==> config.mk <==
export PLATFORM = sky130hd
export DESIGN_NAME = frontend_top
export DESIGN_NICKNAME = d
export VERILOG_FILES = /design/src/rtl/fetch_pkg.sv /design/src/rtl/fetch_buffer.sv /design/src/rtl/fetch_pc_ctrl.sv /design/src/rtl/fetch_redirect.sv /design/src/rtl/frontend_top.sv /design/src/rtl/imem_port.sv
export SDC_FILE = /design/constraint.sdc
export NUM_CORES = 1
export LEC_CHECK = 0
export BUFFER_PORTS_ARGS = -buffer_cell sky130_fd_sc_hd__buf_2
export CAP_MARGIN = 20
export CORE_ASPECT_RATIO = 0.6
export CORE_MARGIN = 3
export CORE_UTILIZATION = 56
export DETAILED_ROUTE_END_ITERATION = 10
export GPL_TIMING_DRIVEN = 0
export PLACE_DENSITY = 0.81
export SLEW_MARGIN = 30
export SYNTH_ARGS = -nofsm -noshare
export SYNTH_HDL_FRONTEND = slang
export SYNTH_SLANG_ARGS = --single-unit
export TNS_END_PERCENT = 50
==> constraint.sdc <==
create_clock -name i_clk -period 4.83 [get_ports i_clk]
set_clock_uncertainty 0.2 [all_clocks]
set_input_delay 0.483 -clock i_clk [delete_from_list [all_inputs] [get_ports i_clk]]
set_output_delay 0.483 -clock i_clk [all_outputs]
set_load 0.05 [all_outputs]
==> src/rtl/fetch_pkg.sv <==
// Fetch front end package
// Widths, reset address, fetch buffer sizing and the enums shared by the
// fetch sequencer, redirect logic and decode-side buffer.

`default_nettype none

package fetch_pkg;

  // ============================================================
  // widths and sizes
  // ============================================================
  localparam int VADDR_W         = 32;
  localparam int XLEN            = 32;
  localparam int FETCH_BYTES     = 8;
  localparam int FETCH_OFF_W     = $clog2(FETCH_BYTES);
  localparam int FETCH_BLK_W     = FETCH_BYTES * 8;
  localparam int FETCH_BUF_DEPTH = 4;
  localparam int FETCH_BUF_PTR_W = $clog2(FETCH_BUF_DEPTH);

  typedef logic [VADDR_W-1:0]     vaddr_t;
  typedef logic [FETCH_BLK_W-1:0] fetch_blk_t;

  localparam vaddr_t RESET_PC = 32'h0000_1000;  // first fetch after reset

  // ============================================================
  // commit event types, numbered as the cause codes
  // ============================================================
  typedef enum logic [4:0] {
    INST_ADDR_MISALIGN  = 5'd0,
    INST_ACC_FAULT      = 5'd1,
    ILLEGAL_INST        = 5'd2,
    LOAD_ADDR_MISALIGN  = 5'd4,
    LOAD_ACC_FAULT      = 5'd5,
    STAMO_ADDR_MISALIGN = 5'd6,
    STAMO_ACC_FAULT     = 5'd7,
    ECALL_U             = 5'd8,
    ECALL_S             = 5'd9,
    ECALL_M             = 5'd11,
    INST_PAGE_FAULT     = 5'd12,
    LOAD_PAGE_FAULT     = 5'd13,
    STAMO_PAGE_FAULT    = 5'd15,
    SILENT_FLUSH        = 5'd16,  // not architectural, core-internal flushes
    ANOTHER_FLUSH       = 5'd17,
    MRET                = 5'd18,
    SRET                = 5'd19
  } except_t;

  // fetch sequencer states
  typedef enum logic [2:0] {
    FETCH_INIT     = 3'd0,
    FETCH_REQ      = 3'd1,
    FETCH_WAIT_MEM = 3'd2,
    FETCH_WAIT_BUF = 3'd3
  } fetch_state_t;

endpackage

`default_nettype wire

==> src/rtl/fetch_buffer.sv <==
// Fetch buffer
// Circular FIFO of fetched blocks and their addresses toward decode.
// Flush drops everything held. The free count is sampled by the sequencer
// only while no access is in flight, so a push always finds room.

`timescale 1ns/1ps
`default_nettype none

module fetch_buffer
  import fetch_pkg::*;
(
  input  logic                     i_clk,
  input  logic                     i_reset_n,

  input  logic                     i_flush,
  input  logic                     i_push,
  input  vaddr_t                   i_push_addr,
  input  fetch_blk_t               i_push_data,

  input  logic                     i_pop_ready,
  output logic                     o_valid,
  output vaddr_t                   o_pc,
  output fetch_blk_t               o_block,
  output logic [FETCH_BUF_PTR_W:0] o_free_cnt
);

  vaddr_t                     r_pc_q  [FETCH_BUF_DEPTH];
  fetch_blk_t                 r_blk_q [FETCH_BUF_DEPTH];
  logic [FETCH_BUF_PTR_W-1:0] r_wr_ptr;
  logic [FETCH_BUF_PTR_W-1:0] r_rd_ptr;
  logic [FETCH_BUF_PTR_W:0]   r_count;
  logic                       w_pop;

  assign w_pop = o_valid & i_pop_ready;

  // ============================================================
  // pointers and count
  // ============================================================
  always_ff @(posedge i_clk, negedge i_reset_n) begin
    if (!i_reset_n) begin
      r_wr_ptr <= '0;
      r_rd_ptr <= '0;
      r_count  <= '0;
    end else if (i_flush) begin
      r_wr_ptr <= '0;
      r_rd_ptr <= '0;
      r_count  <= '0;
    end else begin
      if (i_push) r_wr_ptr <= r_wr_ptr + FETCH_BUF_PTR_W'(1);
      if (w_pop)  r_rd_ptr <= r_rd_ptr + FETCH_BUF_PTR_W'(1);
      case ({i_push, w_pop})
        2'b10   : r_count <= r_count + (FETCH_BUF_PTR_W+1)'(1);
        2'b01   : r_count <= r_count - (FETCH_BUF_PTR_W+1)'(1);
        default : r_count <= r_count;
      endcase
    end
  end

  always_ff @(posedge i_clk) begin
    if (i_push && !i_flush) begin
      r_pc_q[r_wr_ptr]  <= i_push_addr;
      r_blk_q[r_wr_ptr] <= i_push_data;
    end
  end

  assign o_valid    = (r_count != '0);
  assign o_pc       = r_pc_q[r_rd_ptr];
  assign o_block    = r_blk_q[r_rd_ptr];
  assign o_free_cnt = (FETCH_BUF_PTR_W+1)'(FETCH_BUF_DEPTH) - r_count;

endmodule

`default_nettype wire

==> src/rtl/fetch_pc_ctrl.sv <==
// Fetch address sequencer
// Steps the fetch address one aligned block at a time, launches one
// memory access at a time, and decides which returning blocks are pushed
// into the fetch buffer. A redirect during an access marks the returning
// block for discard.

`timescale 1ns/1ps
`default_nettype none

module fetch_pc_ctrl
  import fetch_pkg::*;
(
  input  logic                     i_clk,
  input  logic                     i_reset_n,

  input  logic                     i_redirect_valid,
  input  vaddr_t                   i_redirect_target,

  input  logic                     i_mem_busy,
  input  logic                     i_mem_done,
  input  logic [FETCH_BUF_PTR_W:0] i_buf_free_cnt,

  output logic                     o_start,
  output vaddr_t                   o_start_addr,
  output logic                     o_push,
  output vaddr_t                   o_push_addr
);

  fetch_state_t r_state;
  fetch_state_t w_state_next;
  vaddr_t       r_fetch_pc;       // next block to fetch
  vaddr_t       w_fetch_pc_next;
  vaddr_t       r_inflight_pc;    // block currently on the memory port
  logic         r_discard;
  logic         w_discard_next;
  vaddr_t       w_redirect_blk;

  assign w_redirect_blk = {i_redirect_target[VADDR_W-1:FETCH_OFF_W], {FETCH_OFF_W{1'b0}}};

  always_comb begin
    w_state_next    = r_state;
    w_fetch_pc_next = r_fetch_pc;
    w_discard_next  = r_discard;
    o_start         = 1'b0;
    o_push          = 1'b0;

    case (r_state)
      FETCH_INIT : w_state_next = FETCH_REQ;
      FETCH_REQ : begin
        if (i_redirect_valid) begin
          w_fetch_pc_next = w_redirect_blk;
        end else if (!i_mem_busy) begin
          // previous push already counted once the port is idle
          if (i_buf_free_cnt == '0) begin
            w_state_next = FETCH_WAIT_BUF;
          end else begin
            o_start         = 1'b1;
            w_fetch_pc_next = r_fetch_pc + vaddr_t'(FETCH_BYTES);
            w_state_next    = FETCH_WAIT_MEM;
          end
        end
      end
      FETCH_WAIT_MEM : begin
        if (i_mem_done) begin
          o_push         = ~r_discard & ~i_redirect_valid;
          w_discard_next = 1'b0;
          w_state_next   = FETCH_REQ;
        end else if (i_redirect_valid) begin
          w_discard_next = 1'b1;  // stale block still coming back
        end
        if (i_redirect_valid) w_fetch_pc_next = w_redirect_blk;
      end
      FETCH_WAIT_BUF : begin
        if (i_redirect_valid) begin
          w_fetch_pc_next = w_redirect_blk;
          w_state_next    = FETCH_REQ;
        end else if (i_buf_free_cnt != '0) begin
          w_state_next = FETCH_REQ;
        end
      end
      default : w_state_next = FETCH_INIT;
    endcase
  end

  always_ff @(posedge i_clk, negedge i_reset_n) begin
    if (!i_reset_n) begin
      r_state    <= FETCH_INIT;
      r_fetch_pc <= RESET_PC;
      r_discard  <= 1'b0;
    end else begin
      r_state    <= w_state_next;
      r_fetch_pc <= w_fetch_pc_next;
      r_discard  <= w_discard_next;
    end
  end

  always_ff @(posedge i_clk) begin
    if (o_start) r_inflight_pc <= r_fetch_pc;
  end

  assign o_start_addr = r_fetch_pc;
  assign o_push_addr  = r_inflight_pc;

endmodule

`default_nettype wire

==> src/rtl/fetch_redirect.sv <==
// Fetch redirect select
// Decides whether the fetch stream is redirected this cycle and where to.
// Commit events (flushes, xRET, traps) take priority over a branch
// mispredict. Traps go to stvec when delegated through medeleg.

`timescale 1ns/1ps
`default_nettype none

module fetch_redirect
  import fetch_pkg::*;
(
  input  logic            i_commit_valid,
  input  except_t         i_commit_type,
  input  vaddr_t          i_commit_epc,

  input  vaddr_t          i_csr_mtvec,
  input  vaddr_t          i_csr_stvec,
  input  vaddr_t          i_csr_mepc,
  input  vaddr_t          i_csr_sepc,
  input  logic [XLEN-1:0] i_csr_medeleg,

  input  logic            i_br_mispredict,
  input  vaddr_t          i_br_target,

  output logic            o_redirect_valid,
  output vaddr_t          o_redirect_target
);

  vaddr_t w_trap_vec;
  vaddr_t w_commit_target;

  // delegated traps land in supervisor mode
  assign w_trap_vec = i_csr_medeleg[i_commit_type] ? i_csr_stvec : i_csr_mtvec;

  always_comb begin
    case (i_commit_type)
      SILENT_FLUSH  : w_commit_target = i_commit_epc + vaddr_t'(4);  // resume after
      ANOTHER_FLUSH : w_commit_target = i_commit_epc;                // replay
      MRET          : w_commit_target = i_csr_mepc;
      SRET          : w_commit_target = i_csr_sepc;
      INST_ADDR_MISALIGN, INST_ACC_FAULT, ILLEGAL_INST,
      LOAD_ADDR_MISALIGN, LOAD_ACC_FAULT,
      STAMO_ADDR_MISALIGN, STAMO_ACC_FAULT,
      ECALL_U, ECALL_S, ECALL_M,
      INST_PAGE_FAULT, LOAD_PAGE_FAULT, STAMO_PAGE_FAULT :
        w_commit_target = w_trap_vec;
      default       : w_commit_target = i_csr_mtvec;  // unknown cause, machine mode
    endcase
  end

  // ============================================================
  // commit before branch
  // ============================================================
  assign o_redirect_valid  = i_commit_valid | i_br_mispredict;
  assign o_redirect_target = i_commit_valid ? w_commit_target : i_br_target;

endmodule

`default_nettype wire

==> src/rtl/frontend_top.sv <==
// Fetch front end top
// Redirect select, fetch sequencer, instruction memory port and fetch
// buffer, wired together.

`timescale 1ns/1ps
`default_nettype none

module frontend_top
  import fetch_pkg::*;
(
  input  logic            i_clk,
  input  logic            i_reset_n,

  input  logic            i_commit_valid,
  input  except_t         i_commit_type,
  input  vaddr_t          i_commit_epc,

  input  vaddr_t          i_csr_mtvec,
  input  vaddr_t          i_csr_stvec,
  input  vaddr_t          i_csr_mepc,
  input  vaddr_t          i_csr_sepc,
  input  logic [XLEN-1:0] i_csr_medeleg,

  input  logic            i_br_mispredict,
  input  vaddr_t          i_br_target,

  output logic            o_mem_req,
  output vaddr_t          o_mem_addr,
  input  logic            i_mem_ack,
  input  fetch_blk_t      i_mem_rdata,

  output logic            o_fe_valid,
  output vaddr_t          o_fe_pc,
  output fetch_blk_t      o_fe_block,
  input  logic            i_fe_ready
);

  logic                     w_redirect_valid;
  vaddr_t                   w_redirect_target;
  logic                     w_start;
  vaddr_t                   w_start_addr;
  logic                     w_mem_busy;
  logic                     w_mem_done;
  fetch_blk_t               w_mem_rdata;
  logic                     w_push;
  vaddr_t                   w_push_addr;
  logic [FETCH_BUF_PTR_W:0] w_free_cnt;

  fetch_redirect u_redirect (
    .i_commit_valid   (i_commit_valid),
    .i_commit_type    (i_commit_type),
    .i_commit_epc     (i_commit_epc),
    .i_csr_mtvec      (i_csr_mtvec),
    .i_csr_stvec      (i_csr_stvec),
    .i_csr_mepc       (i_csr_mepc),
    .i_csr_sepc       (i_csr_sepc),
    .i_csr_medeleg    (i_csr_medeleg),
    .i_br_mispredict  (i_br_mispredict),
    .i_br_target      (i_br_target),
    .o_redirect_valid (w_redirect_valid),
    .o_redirect_target(w_redirect_target)
  );

  fetch_pc_ctrl u_pc_ctrl (
    .i_clk            (i_clk),
    .i_reset_n        (i_reset_n),
    .i_redirect_valid (w_redirect_valid),
    .i_redirect_target(w_redirect_target),
    .i_mem_busy       (w_mem_busy),
    .i_mem_done       (w_mem_done),
    .i_buf_free_cnt   (w_free_cnt),
    .o_start          (w_start),
    .o_start_addr     (w_start_addr),
    .o_push           (w_push),
    .o_push_addr      (w_push_addr)
  );

  imem_port u_imem_port (
    .i_clk       (i_clk),
    .i_reset_n   (i_reset_n),
    .i_start     (w_start),
    .i_start_addr(w_start_addr),
    .o_mem_req   (o_mem_req),
    .o_mem_addr  (o_mem_addr),
    .i_mem_ack   (i_mem_ack),
    .i_mem_rdata (i_mem_rdata),
    .o_busy      (w_mem_busy),
    .o_done      (w_mem_done),
    .o_rdata     (w_mem_rdata)
  );

  fetch_buffer u_fetch_buffer (
    .i_clk      (i_clk),
    .i_reset_n  (i_reset_n),
    .i_flush    (w_redirect_valid),  // every redirect empties it
    .i_push     (w_push),
    .i_push_addr(w_push_addr),
    .i_push_data(w_mem_rdata),
    .i_pop_ready(i_fe_ready),
    .o_valid    (o_fe_valid),
    .o_pc       (o_fe_pc),
    .o_block    (o_fe_block),
    .o_free_cnt (w_free_cnt)
  );

endmodule

`default_nettype wire

==> src/rtl/imem_port.sv <==
// Instruction memory port
// Four-phase req/ack master. Raises req with a held address, drops it
// once ack is sampled, then waits for ack to fall before going idle.
// Read data is captured on the ack and reported with a one-cycle done.

`timescale 1ns/1ps
`default_nettype none

module imem_port
  import fetch_pkg::*;
(
  input  logic       i_clk,
  input  logic       i_reset_n,

  input  logic       i_start,
  input  vaddr_t     i_start_addr,

  output logic       o_mem_req,
  output vaddr_t     o_mem_addr,
  input  logic       i_mem_ack,
  input  fetch_blk_t i_mem_rdata,

  output logic       o_busy,
  output logic       o_done,
  output fetch_blk_t o_rdata
);

  logic       r_mem_req;
  logic       r_wait_low;   // req dropped, ack still high
  logic       r_done;
  vaddr_t     r_addr;
  fetch_blk_t r_rdata;
  logic       w_accept;

  assign w_accept = i_start & ~o_busy;

  always_ff @(posedge i_clk, negedge i_reset_n) begin
    if (!i_reset_n) begin
      r_mem_req  <= 1'b0;
      r_wait_low <= 1'b0;
      r_done     <= 1'b0;
    end else begin
      r_done <= 1'b0;
      if (r_mem_req) begin
        if (i_mem_ack) begin
          r_mem_req  <= 1'b0;
          r_wait_low <= 1'b1;
          r_done     <= 1'b1;
        end
      end else if (r_wait_low) begin
        if (!i_mem_ack) r_wait_low <= 1'b0;
      end else if (w_accept) begin
        r_mem_req <= 1'b1;
      end
    end
  end

  always_ff @(posedge i_clk) begin
    if (w_accept) r_addr <= i_start_addr;
    if (r_mem_req && i_mem_ack) r_rdata <= i_mem_rdata;
  end

  assign o_mem_req  = r_mem_req;
  assign o_mem_addr = r_addr;
  assign o_busy     = r_mem_req | r_wait_low;
  assign o_done     = r_done;
  assign o_rdata    = r_rdata;

endmodule

`default_nettype wire

==> qor.yml, run 1 <==
status:
  outcome: "finished, final reports clean"
grt:
  overflow: 0
  grt_max_degree: 45
  grt_pass1_vias: 15755
  grt_usage_pct: 34.4
  grt_pass1_wl_um: 106000
  antenna_found_initial: 11
setup_path:
  crit_required_ns: 4.15
  path_max_fanout: 10
  path_class: "reg2out"
  start_kind: "flop"
  critPathArrivalTime_ns: 3.16
  setup.worst_path.end_class: "output pin"
power:
  ir_worst_vdd_mv: 0.327
  cellLeakagePower_nw: 9.60
  power.density_nw_per_um2: 377
  power_mw: 10.3
logic_synthesis:
  ys_types: 79
  yosysTopAreaCellShare_pct: 66.0
  synthTopCellsByCount: "494 x edfxtp_1, 100 x mux4_2, 54 x nor2_1"
  ys_ff_latch: 536
  yosysMostFrequentCell: "edfxtp_1"
  ys.flop_type: "edfxtp_1"
  synth-edff-count: 494
  synth_top_cells_by_area: "edfxtp_1 66%, mux4_2 10%, dfrtp_1 4.6%"
  syn_area_um2: 22500
  synth_top_cell_by_area: "edfxtp_1"
  yosys_warnings: 0
  syn_area_per_cell_um2: 16.9
  async_flop_share_pct: 7.84
  ys_seq_area_share_pct: 70.7
  syn_inst: 1326
route:
  drtPass1Iterations: 6
  dr_total_vias: 15755
  wl_per_cell_um: 30.5
  vias_per_cell: 6.51
  drt-total-wl_um: 73700
  drc: 0
  drtIter0Drc: 2239
  antenna_left: 0
sta:
  finalCritPeriodShare_pct: 79.6
  maxSlewViolCount: 0
  relSlewSlack_pct: 27.8
  rsz0062_at_grt: "false"
  period_minus_slack_ns: 3.84
  hold_violations: 0
  final-setup-viol-count: 0
  clock.fmax_mhz: 260
  tns_ns: 0
  worst_pin_slew_ns: 1.08
cells_and_area:
  nets: 2165
  area_growth_pct: 22.0
  post-route-util_pct: 69.7
  drive_gt1_share_pct: 34.3
  fin_area_um2: 27400
cts:
  clk_latency_ns: 0.56
  cts_buffer_depth: 3
  cts.sinks: 536
  clkTransAtPathRegs_ns: 0.07
  root_buffer: "clkbuf_16"
  cts_resized: 0
  h-tree-depth: 2
  numCtsBuffers: 42
  tritoncts: "done"
floorplan:
  io-pin-count: 429
  dieHeight_um: 161
  die_area_um2: 42600
  core_area_um2: 39300
  start_util_pct: 57.2
  die_x_um: 265
  fp-row-count: 56
placement:
  io_buffer_count: 403
  dp_hpwl_um: 52200
  gp_congestion: 1.01
  post_dp_cell_area_um2: 25400
hold_path:
  hold_path_class: "in2reg"
run:
  cap_violations: 0
## worst max-delay path, cell delays in order, from the launching register on
cell and delay, ns:
dfrtp_1 0.32, clkbuf_1 0.22, buf_2 0.43, buf_1 0.73, mux4_2 0.66, buf_2 0.24
## stage by stage
| stage | instances | worst slack, ns | hold slack, ns |
|---|---|---|---|
| after floorplan | 1331 | 0.497 | -0.0126 |
| after global placement | 2256 | -1.38 | 0.268 |
| after detailed placement | 2267 | 1.06 | 0.281 |
| after CTS | 2411 | 0.918 | 0.0202 |
| after global routing | 2419 | 0.834 | 0.0466 |
| final | 2419 | 0.987 | 0.0382 |
## routing by layer
| layer | GRT usage [%] | share of wire (%) |
|---|---|---|
| met5 | 0 | 0.039 |
| met4 | 10.9 | 3.9 |
| met3 | 9.20 | 11 |
| met2 | 51.6 | 45 |
| met1 | 50.1 | 39 |
## cells by family (layout without fill, tap and decap cells)
family	Yosys count	count (layout)	share of synthesized area, %
flip-flops	536	536	70.7
AND/OR/NAND/NOR	260	260	5.98
AO/OA/AOI/OAI	258	258	7.87
multiplexers	145	145	12.2
buffers and inverters	94	652	1.80
XOR/XNOR	21	21	0.819
adder cells (fa/ha/maj)	11	11	0.635
other	1	14	0.0167
## placed cells by master, fill, tap and decap left out, types with 20 or more instances in the layout
master / Yosys / layout
nand3_1: 50 / 50
clkbuf_16: 0 / 42
clkbuf_1: 44 / 47
nand2_1: 46 / 46
mux2i_1: 24 / 24
a21oi_1: 49 / 49
edfxtp_1: 494 / 494
o21ai_0: 47 / 46
mux4_2: 100 / 100
mux2_2: 20 / 20
nor3_1: 24 / 24
dfrtp_1: 41 / 41
a22oi_1: 20 / 20
buf_2: 11 / 413
nor2_1: 54 / 54
dlygate4sd3_1: 0 / 67
## registers in the layout, indices dropped and copies added, names as in the netlist, 2 cells and up
register / flops
u_pc_ctrl.o_push_addr: 29
u_fetch_buffer.r_pc_q: 116
u_imem_port.o_mem_addr: 29
u_fetch_buffer.r_count: 3
u_pc_ctrl.r_state: 2
u_pc_ctrl.o_start_addr: 29
u_imem_port.o_rdata: 64
u_fetch_buffer.r_rd_ptr: 2
u_fetch_buffer.r_blk_q: 256
u_fetch_buffer.r_wr_ptr: 2
## report_power, final
group | internal, mW | switching (mW) | leakage (nW)
Sequential | 5.41 | 0.334 | 4.97
Combinational | 0.436 | 0.855 | 3.99
Clock | 1.70 | 1.60 | 0.634
## final timing paths
kind / start / endpoint / slack [ns] / cells past startpoint
max: u_fetch_buffer.r_rd_ptr[0] / o_fe_block[62] / 0.99 / 5
min: i_csr_stvec[17] / u_pc_ctrl.o_start_addr[17] / 0.04 / 3
max reg2reg: u_fetch_buffer.r_count[1] / u_pc_ctrl.o_start_addr[22] / 1.04 / 8
min reg2reg: u_imem_port.o_rdata[20] / u_fetch_buffer.r_blk_q[2][20] / 0.29 / 0
max in group asynchronous: i_reset_n / u_pc_ctrl.o_start_addr[28] / 3.69 / 2
min in group asynchronous: i_reset_n / u_pc_ctrl.o_start_addr[18] / 0.27 / 2
## area by class of cell
class                   count  area (um2)
plain buffers              76         345
well taps                 522         653
fillers                  2558       11900
clock inverters            27         170
flip-flops and latches    536       15900
diodes                      8        20.0
repair buffers            481        2930
multi-input cells         701        6230
inverters                  18        68.8
clock buffers              50        1100
## what timing repair did
item / in CTS / in global routing
hold buffers: 67 / 0
buffers inserted: 0 / 0
hold endpoints to repair: 107 / 0
Power figures use the tool's default switching activity.
==> run 2: changes to the inputs <==
--- a/config.mk
+++ b/config.mk
@@ -5,14 +5,15 @@
 export SDC_FILE = /design/constraint.sdc
 export NUM_CORES = 1
 export LEC_CHECK = 0
+export ABC_AREA = 1
 export BUFFER_PORTS_ARGS = -buffer_cell sky130_fd_sc_hd__buf_2
 export CAP_MARGIN = 20
 export CORE_ASPECT_RATIO = 0.6
 export CORE_MARGIN = 3
-export CORE_UTILIZATION = 56
+export CORE_UTILIZATION = 50
 export DETAILED_ROUTE_END_ITERATION = 10
 export GPL_TIMING_DRIVEN = 0
-export PLACE_DENSITY = 0.81
+export PLACE_DENSITY = 0.76
 export SLEW_MARGIN = 30
 export SYNTH_ARGS = -nofsm -noshare
 export SYNTH_HDL_FRONTEND = slang
==> constraint.sdc (replaced) <==
create_clock -name i_clk -period 3.1 [get_ports i_clk]
set_clock_uncertainty 0.2 [all_clocks]
set_input_delay 0.31 -clock i_clk [delete_from_list [all_inputs] [get_ports i_clk]]
set_output_delay 0.31 -clock i_clk [all_outputs]
set_load 0.05 [all_outputs]
==> qor.yml, run 2 <==
status:
  outcome: "finished, final reports clean"  # unchanged
cts:
  cts_buffer_depth: 3  # unchanged
  root_buffer: "clkbuf_16"  # unchanged
  tritoncts: "done"  # unchanged
  clk_latency_ns: 0.56  # about the same
  clkTransAtPathRegs_ns: 0.07  # about the same
  cts.sinks: 536  # unchanged
  numCtsBuffers: 43  # was 42
  h-tree-depth: 2  # unchanged
logic_synthesis:
  syn_area_um2: 23100  # was 22500 um2
  synth_xor_area_share_pct: 0.493  # was 0.819%
  synth_top_cell_by_area: "edfxtp_1"  # unchanged
  ys_seq_area_share_pct: 68.8  # was 70.7%
  syn_inst: 2083  # was 1326
  synth_fa_ha_area_share_pct: 0.574  # was 0.635%
  synthTopCellsByCount: "494 x edfxtp_1, 389 x nand2_1, 278 x nor2_1"  # was 494 x edfxtp_1, 100 x mux4_2, 54 x nor2_1
  synth_compound_gate_area_share_pct: 10.6  # was 7.87%
  ys.flop_type: "edfxtp_1"  # unchanged
  yosysTopAreaCellShare_pct: 64.2  # was 66.0%
  ys_ff_latch: 536  # unchanged
  async_flop_share_pct: 7.84  # unchanged
  yosysMostFrequentCell: "edfxtp_1"  # unchanged
  yosys_warnings: 0  # unchanged
  muxShareOfSynthArea_pct: 0  # was 12.2%
  synth_simple_gate_area_share_pct: 15.1  # was 5.98%
  ys_types: 52  # was 79
  synth_top_cells_by_area: "edfxtp_1 64%, nand2_1 6.3%, o21ai_0 5.4%"  # was edfxtp_1 66%, mux4_2 10%, dfrtp_1 4.6%
  synth-edff-count: 494  # unchanged
  syn_area_per_cell_um2: 11.1  # was 16.9 um2
  synth_top_family_by_area: "simple AND/OR/NAND/NOR gates"  # was multiplexers
setup_path:
  critPathLaunch: "u_fetch_buffer.r_rd_ptr[0]"  # unchanged
  critPathArrivalTime_ns: 2.57  # was 3.16 ns
  slowest_stage: "dfrtp_2"  # was buf_1
  cp.buffers_inverters: 5  # was 4
  path_common_cell: "clkbuf_4"  # was buf_2
  reg2reg_to: "u_pc_ctrl.o_start_addr[27]"  # was u_pc_ctrl.o_start_addr[22]
  setup.worst_path.end_class: "output pin"  # unchanged
  rrSetupSlack_ns: 0.19  # was 1.04 ns
  r2r_start: "u_fetch_buffer.r_count[0]"  # was u_fetch_buffer.r_count[1]
  path_class: "reg2out"  # unchanged
  cp.depth: 7  # was 5
  cp_slowest_stage_delay_ns: 0.50  # was 0.73 ns
  start_kind: "flop"  # unchanged
  path_cells: "clkbuf_4 -> inv_4 -> clkbuf_8 -> clkbuf_4 -> o21ai_0 -> o22ai_1 -> buf_4"  # was clkbuf_1 -> buf_2 -> buf_1 -> mux4_2 -> buf_2
  path_delay_family: "buffers and inverters"  # unchanged
  path_max_fanout: 10  # unchanged
  cp-endpoint: "o_fe_block[26]"  # was o_fe_block[62]
  crit_required_ns: 2.59  # was 4.15 ns
  worstRegToRegCells: 9  # was 8
cells_and_area:
  post-route-util_pct: 65.3  # was 69.7%
  most-common-layout-cells: "494 x edfxtp_1, 388 x nand2_1, 363 x buf_2"  # was 494 x edfxtp_1, 413 x buf_2, 100 x mux4_2
  largest_reg_flops: 256  # unchanged
  area_growth_pct: 27.7  # was 22.0%
  drive_gt1_share_pct: 22.9  # was 34.3%
  nets: 2977  # was 2165
  largest_register: "u_fetch_buffer.r_blk_q"  # unchanged
  fin_area_um2: 29500  # was 27400 um2
  fill_cells: 3400  # was 2558
  final_common_cell: "edfxtp_1"  # unchanged
grt:
  overflow: 0  # unchanged
  grt_pass1_wl_um: 115000  # was 106000 um
  antenna_found_initial: 6  # was 11
  grt_pass1_vias: 18411  # was 15755
  grt_max_degree: 43  # was 45
  grt_usage_pct: 31.5  # was 34.4%
sta:
  clock.fmax_mhz: 324
  finalCritPeriodShare_pct: 99.5
  maxSlewViolCount: 0  # unchanged
  hold_violations: 0  # unchanged
  holdWs_ns: 0.0260  # was 0.0382 ns
  period_minus_slack_ns: 3.08
  rsz0062_at_grt: "true"  # was false
  final-setup-viol-count: 0  # unchanged
  worst_pin_slew_ns: 0.947  # was 1.08 ns
  relSlewSlack_pct: 36.8  # was 27.8%
power:
  power.density_nw_per_um2: 582  # was 377 nW/um2
  cellLeakagePower_nw: 11.6  # was 9.60 nW
  ir_worst_vdd_mv: 0.576  # was 0.327 mV
  power_mw: 17.2  # was 10.3 mW
route:
  antenna_left: 0  # unchanged
  vias_per_cell: 5.82  # was 6.51
  wl_per_cell_um: 23.9  # was 30.5 um
  dr_total_vias: 19366  # was 15755
  drtIter0Drc: 2800  # was 2239
  drc: 0  # unchanged
  drt-total-wl_um: 79400  # was 73700 um
  drtPass1Iterations: 6  # unchanged
placement:
  gp_congestion: 1.02  # was 1.01
  post_dp_cell_area_um2: 26600  # was 25400 um2
  dp_hpwl_um: 57300  # was 52200 um
  io_buffer_count: 403  # unchanged
floorplan:
  dieHeight_um: 173  # was 161 um
  io-pin-count: 429  # unchanged
  die_x_um: 284  # was 265 um
  core_area_um2: 45200  # was 39300 um2
  fp-row-count: 60  # was 56
  die_area_um2: 48900  # was 42600 um2
  start_util_pct: 51.1  # was 57.2%
hold_path:
  hold_path_class: "in2reg"  # unchanged
run:
  cap_violations: 0  # unchanged
-- run 2: cell types whose count changed after synthesis, sizes merged, moves of 33 or more --
| cell | change |
|---|---|
| o22ai | +78 |
| clkbuf | +33 |
| inv | +117 |
| nand3 | +42 |
| nor2 | +234 |
| o21ai | +204 |
| nand2 | +348 |
| mux4 | -100 |
-- run 2: logic make-up (layout without fill, tap and decap cells) --
kind of cell	after synthesis	count (layout)
simple gates	835	835
flops	536	536
compound gates	444	444
buf+inv	244	858
xor+xnor	13	13
fa+ha+maj	10	10
other cells	1	10
-- run 2: metal layers --
layer	global-route usage (%)	part of all wire [%]
met3	5.64	10
met5	0	0
met4	7.29	2.3
met2	46.9	44
met1	48.3	43
-- run 2: per-stage QoR --
| stage | TNS, ns | instances | setup slack, ns |
|---|---|---|---|
| 4_1_cts | -0.0111 | 3316 | -0.00602 |
| 3_3_place_gp | -1080.57 | 3111 | -2.81 |
| 6_report | 0 | 3326 | 0.0160 |
| 3_5_place_dp | -37.64 | 3136 | -0.628 |
| 5_1_grt | -0.115 | 3326 | -0.0692 |
| 2_1_floorplan | -344.99 | 2088 | -0.927 |
-- run 2: worst min-delay path, delay by kind of cell --
| kind | cells | cell delay, ns |
|---|---|---|
| and+or+nand+nor | 5 | 0.28 |
| AOI/OAI and AO/OA | 1 | 0.05 |
| buffers and inverters | 1 | 0.09 |
-- run 2: worst min-delay path by stage --
stage,from,end,slack (ns),cells after the start
6_report,i_csr_stvec[18],u_pc_ctrl.o_start_addr[18],0.03,7
5_1_grt,i_csr_mtvec[10],u_pc_ctrl.o_start_addr[10],0.04,6
4_1_cts,i_csr_stvec[19],u_pc_ctrl.o_start_addr[19],0.006,7
3_5_place_dp,i_reset_n,u_fetch_buffer.r_count[2],0.14,1
3_3_place_gp,u_imem_port.o_done,u_pc_ctrl.r_discard,0.25,1
2_1_floorplan,i_reset_n,u_fetch_buffer.r_count[0],-0.19,0
-- run 2: what timing repair did --
action	in CTS	in global routing
endpoints found under the setup margin	94	113
setup buffers	0	6
pin swaps	0	2
gates resized for setup	95	65
endpoints found under the hold margin	141	0
hold buffers	102	0
cloned	0	0
-- run 2: cell type report --
type	count	area, um2	share of cell area (%)
clock buffer	52	1120	3.80
antenna	4	10.0	0.0339
clock inverter	27	359	1.22
sequential	536	15900	53.9
multi-input combinational	1308	6330	21.5
buffer	106	611	2.07
inverter	137	527	1.79
timing repair buffer	536	3880	13.1
tap	620	776	2.63
-- run 2: power by group --
part / switching (mW) / total, mW / internal, mW
Combinational: 1.69 / 2.47 / 0.780
Clock: 2.58 / 5.85 / 3.27
Sequential: 0.446 / 8.85 / 8.40
==> run 3: changes to the inputs <==
--- a/config.mk
+++ b/config.mk
@@ -8,7 +8,7 @@
 export ABC_AREA = 1
 export BUFFER_PORTS_ARGS = -buffer_cell sky130_fd_sc_hd__buf_2
 export CAP_MARGIN = 20
-export CORE_ASPECT_RATIO = 0.6
+export CORE_ASPECT_RATIO = 1.5
 export CORE_MARGIN = 3
 export CORE_UTILIZATION = 50
 export DETAILED_ROUTE_END_ITERATION = 10
==> qor.yml, run 3 (synthesis gave the netlist of run 2 again) <==
route:
  wl_per_cell_um: 22.7  # was 23.9 um
  drtIter0Drc: 1630  # was 2800
  drc: 0  # unchanged
  dr_total_vias: 18481  # was 19366
  vias_per_cell: 5.67  # was 5.82
  drtPass1Iterations: 5  # was 6
  antenna_left: 0  # unchanged
  drt-total-wl_um: 74100  # was 79400 um
floorplan:
  start_util_pct: 51.0  # was 51.1%
  core_area_um2: 45300  # was 45200 um2
  die_x_um: 182  # was 284 um
  fp-row-count: 95  # was 60
  die_area_um2: 48900  # about the same
  dieHeight_um: 269  # was 173 um
  io-pin-count: 429  # unchanged
cells_and_area:
  most-common-layout-cells: "494 x edfxtp_1, 401 x buf_2, 389 x nand2_1"  # was 494 x edfxtp_1, 388 x nand2_1, 363 x buf_2
  largest_reg_flops: 256  # unchanged
  nets: 2961  # was 2977
  final_common_cell: "edfxtp_1"  # unchanged
  fill_cells: 3405  # was 3400
  fin_area_um2: 28900  # was 29500 um2
  largest_register: "u_fetch_buffer.r_blk_q"  # unchanged
  drive_gt1_share_pct: 22.1  # was 22.9%
  area_growth_pct: 25.1  # was 27.7%
  post-route-util_pct: 63.8  # was 65.3%
setup_path:
  setup.worst_path.end_class: "output pin"  # unchanged
  path_max_fanout: 10  # unchanged
  start_kind: "flop"  # unchanged
  path_class: "reg2out"  # unchanged
  crit_required_ns: 2.59  # about the same
  critPathArrivalTime_ns: 2.56  # was 2.57 ns
sta:
  finalCritPeriodShare_pct: 99.0  # was 99.5%
  hold_violations: 0  # unchanged
  clock.fmax_mhz: 326  # was 324 MHz
  tns_ns: 0  # unchanged
  final-setup-viol-count: 0  # unchanged
  period_minus_slack_ns: 3.07  # was 3.08 ns
  holdWs_ns: 0.00642  # was 0.0260 ns
  relSlewSlack_pct: 34.5  # was 36.8%
  maxSlewViolCount: 0  # unchanged
  rsz0062_at_grt: "true"  # unchanged
  worst_pin_slew_ns: 0.978  # was 0.947 ns
hold_path:
  hold_path_class: "in2reg"  # unchanged
power:
  power.density_nw_per_um2: 561  # was 582 nW/um2
  ir_worst_vdd_mv: 0.355  # was 0.576 mV
  cellLeakagePower_nw: 11.4  # was 11.6 nW
placement:
  gp_congestion: 0.972  # was 1.02
  io_buffer_count: 403  # unchanged
  post_dp_cell_area_um2: 26600  # about the same
  dp_hpwl_um: 55600  # was 57300 um
grt:
  antenna_found_initial: 2  # was 6
  grt_max_degree: 43  # unchanged
  grt_usage_pct: 29.3  # was 31.5%
  grt_pass1_wl_um: 110000  # was 115000 um
  overflow: 0  # unchanged
  grt_pass1_vias: 18783  # was 18411
cts:
  tritoncts: "done"  # unchanged
  cts.sinks: 536  # unchanged
  clk_latency_ns: 0.54  # was 0.56 ns
  h-tree-depth: 2  # unchanged
  cts_buffer_depth: 3  # unchanged
  numCtsBuffers: 42  # was 43
  root_buffer: "clkbuf_16"  # unchanged
  clkTransAtPathRegs_ns: 0.07  # about the same
run:
  cap_violations: 0  # unchanged
status:
  outcome: "finished, final reports clean"  # unchanged
## run 3: changes by cell type in the layout (fill, tap and decap cells not counted), sizes merged
cell	delta
diode	-3
inv	-1
clkinv	+1
clkinvlp	-2
bufinv	-6
buf	+2
clkbuf	-5
dlygate4sd3	-13
## run 3: power breakdown
part	internal (mW)	switching (mW)	leakage (nW)	total (mW)
logic	0.739	1.64	5.82	2.38
clock network	2.66	2.35	0.606	5.01
registers	8.41	0.423	4.98	8.83
total	11.8	4.41	11.4	16.2
## run 3: path summary, 6_finish.rpt
path,slack [ns],from,depth (start not counted),to
max,0.03,u_fetch_buffer.r_rd_ptr[1],5,o_fe_pc[27]
min,0.006,i_br_target[31],5,u_pc_ctrl.o_start_addr[31]
max reg2reg,0.36,u_fetch_buffer.r_count[0],9,u_pc_ctrl.o_start_addr[27]
min reg2reg,0.28,u_imem_port.o_done,1,u_pc_ctrl.r_discard
max in group asynchronous,2.14,i_reset_n,2,u_pc_ctrl.o_start_addr[26]
min in group asynchronous,0.12,i_reset_n,2,u_imem_port.o_mem_req
## run 3: worst max-delay path, stage by stage, from the launching register on
cell and delay, ns:
dfrtp_1 0.45, clkbuf_2 0.37, clkbuf_1 0.38, o21ai_0 0.18
o22ai_1 0.29, buf_2 0.33
## run 3: area by class of cell
| cell class | instances | area [um2] | area share (%) |
|---|---|---|---|
| timing repair buffer | 521 | 3670 | 12.7 |
| tap | 582 | 728 | 2.52 |
| antenna | 1 | 2.50 | 0.00866 |
| multi-input combinational | 1308 | 6290 | 21.8 |
| sequential | 536 | 15900 | 55.0 |
| clock buffer | 51 | 1080 | 3.75 |
| inverter | 137 | 528 | 1.83 |
| buffer | 106 | 569 | 1.97 |
| clock inverter | 19 | 154 | 0.532 |
## run 3: routing by layer
layer	track usage, %	share of wire [%]
met1	32.2	33
met2	54.5	53
met3	3.68	7.5
met4	15.6	5.9
met5	0	0.018
## run 3: through the flow
| stage | power, mW | setup slack [ns] | cells |
|---|---|---|---|
| 2_1_floorplan | 10.2 | -0.927 | 2088 |
| 3_3_place_gp | 11.1 | -2.96 | 3073 |
| 3_5_place_dp | 11.2 | -0.736 | 3099 |
| 4_1_cts | 16.2 | 0.0357 | 3259 |
| 5_1_grt | 16.8 | -0.0202 | 3261 |
| 6_report | 16.2 | 0.0313 | 3261 |
## run 3: what timing repair did
action | CTS | global route
hold endpoints to repair | 133 | 0
hold buffers | 89 | 0
setup endpoints to repair | 93 | 44
gates resized for setup | 52 | 21
setup buffers | 2 | 1
pin swaps | 0 | 1
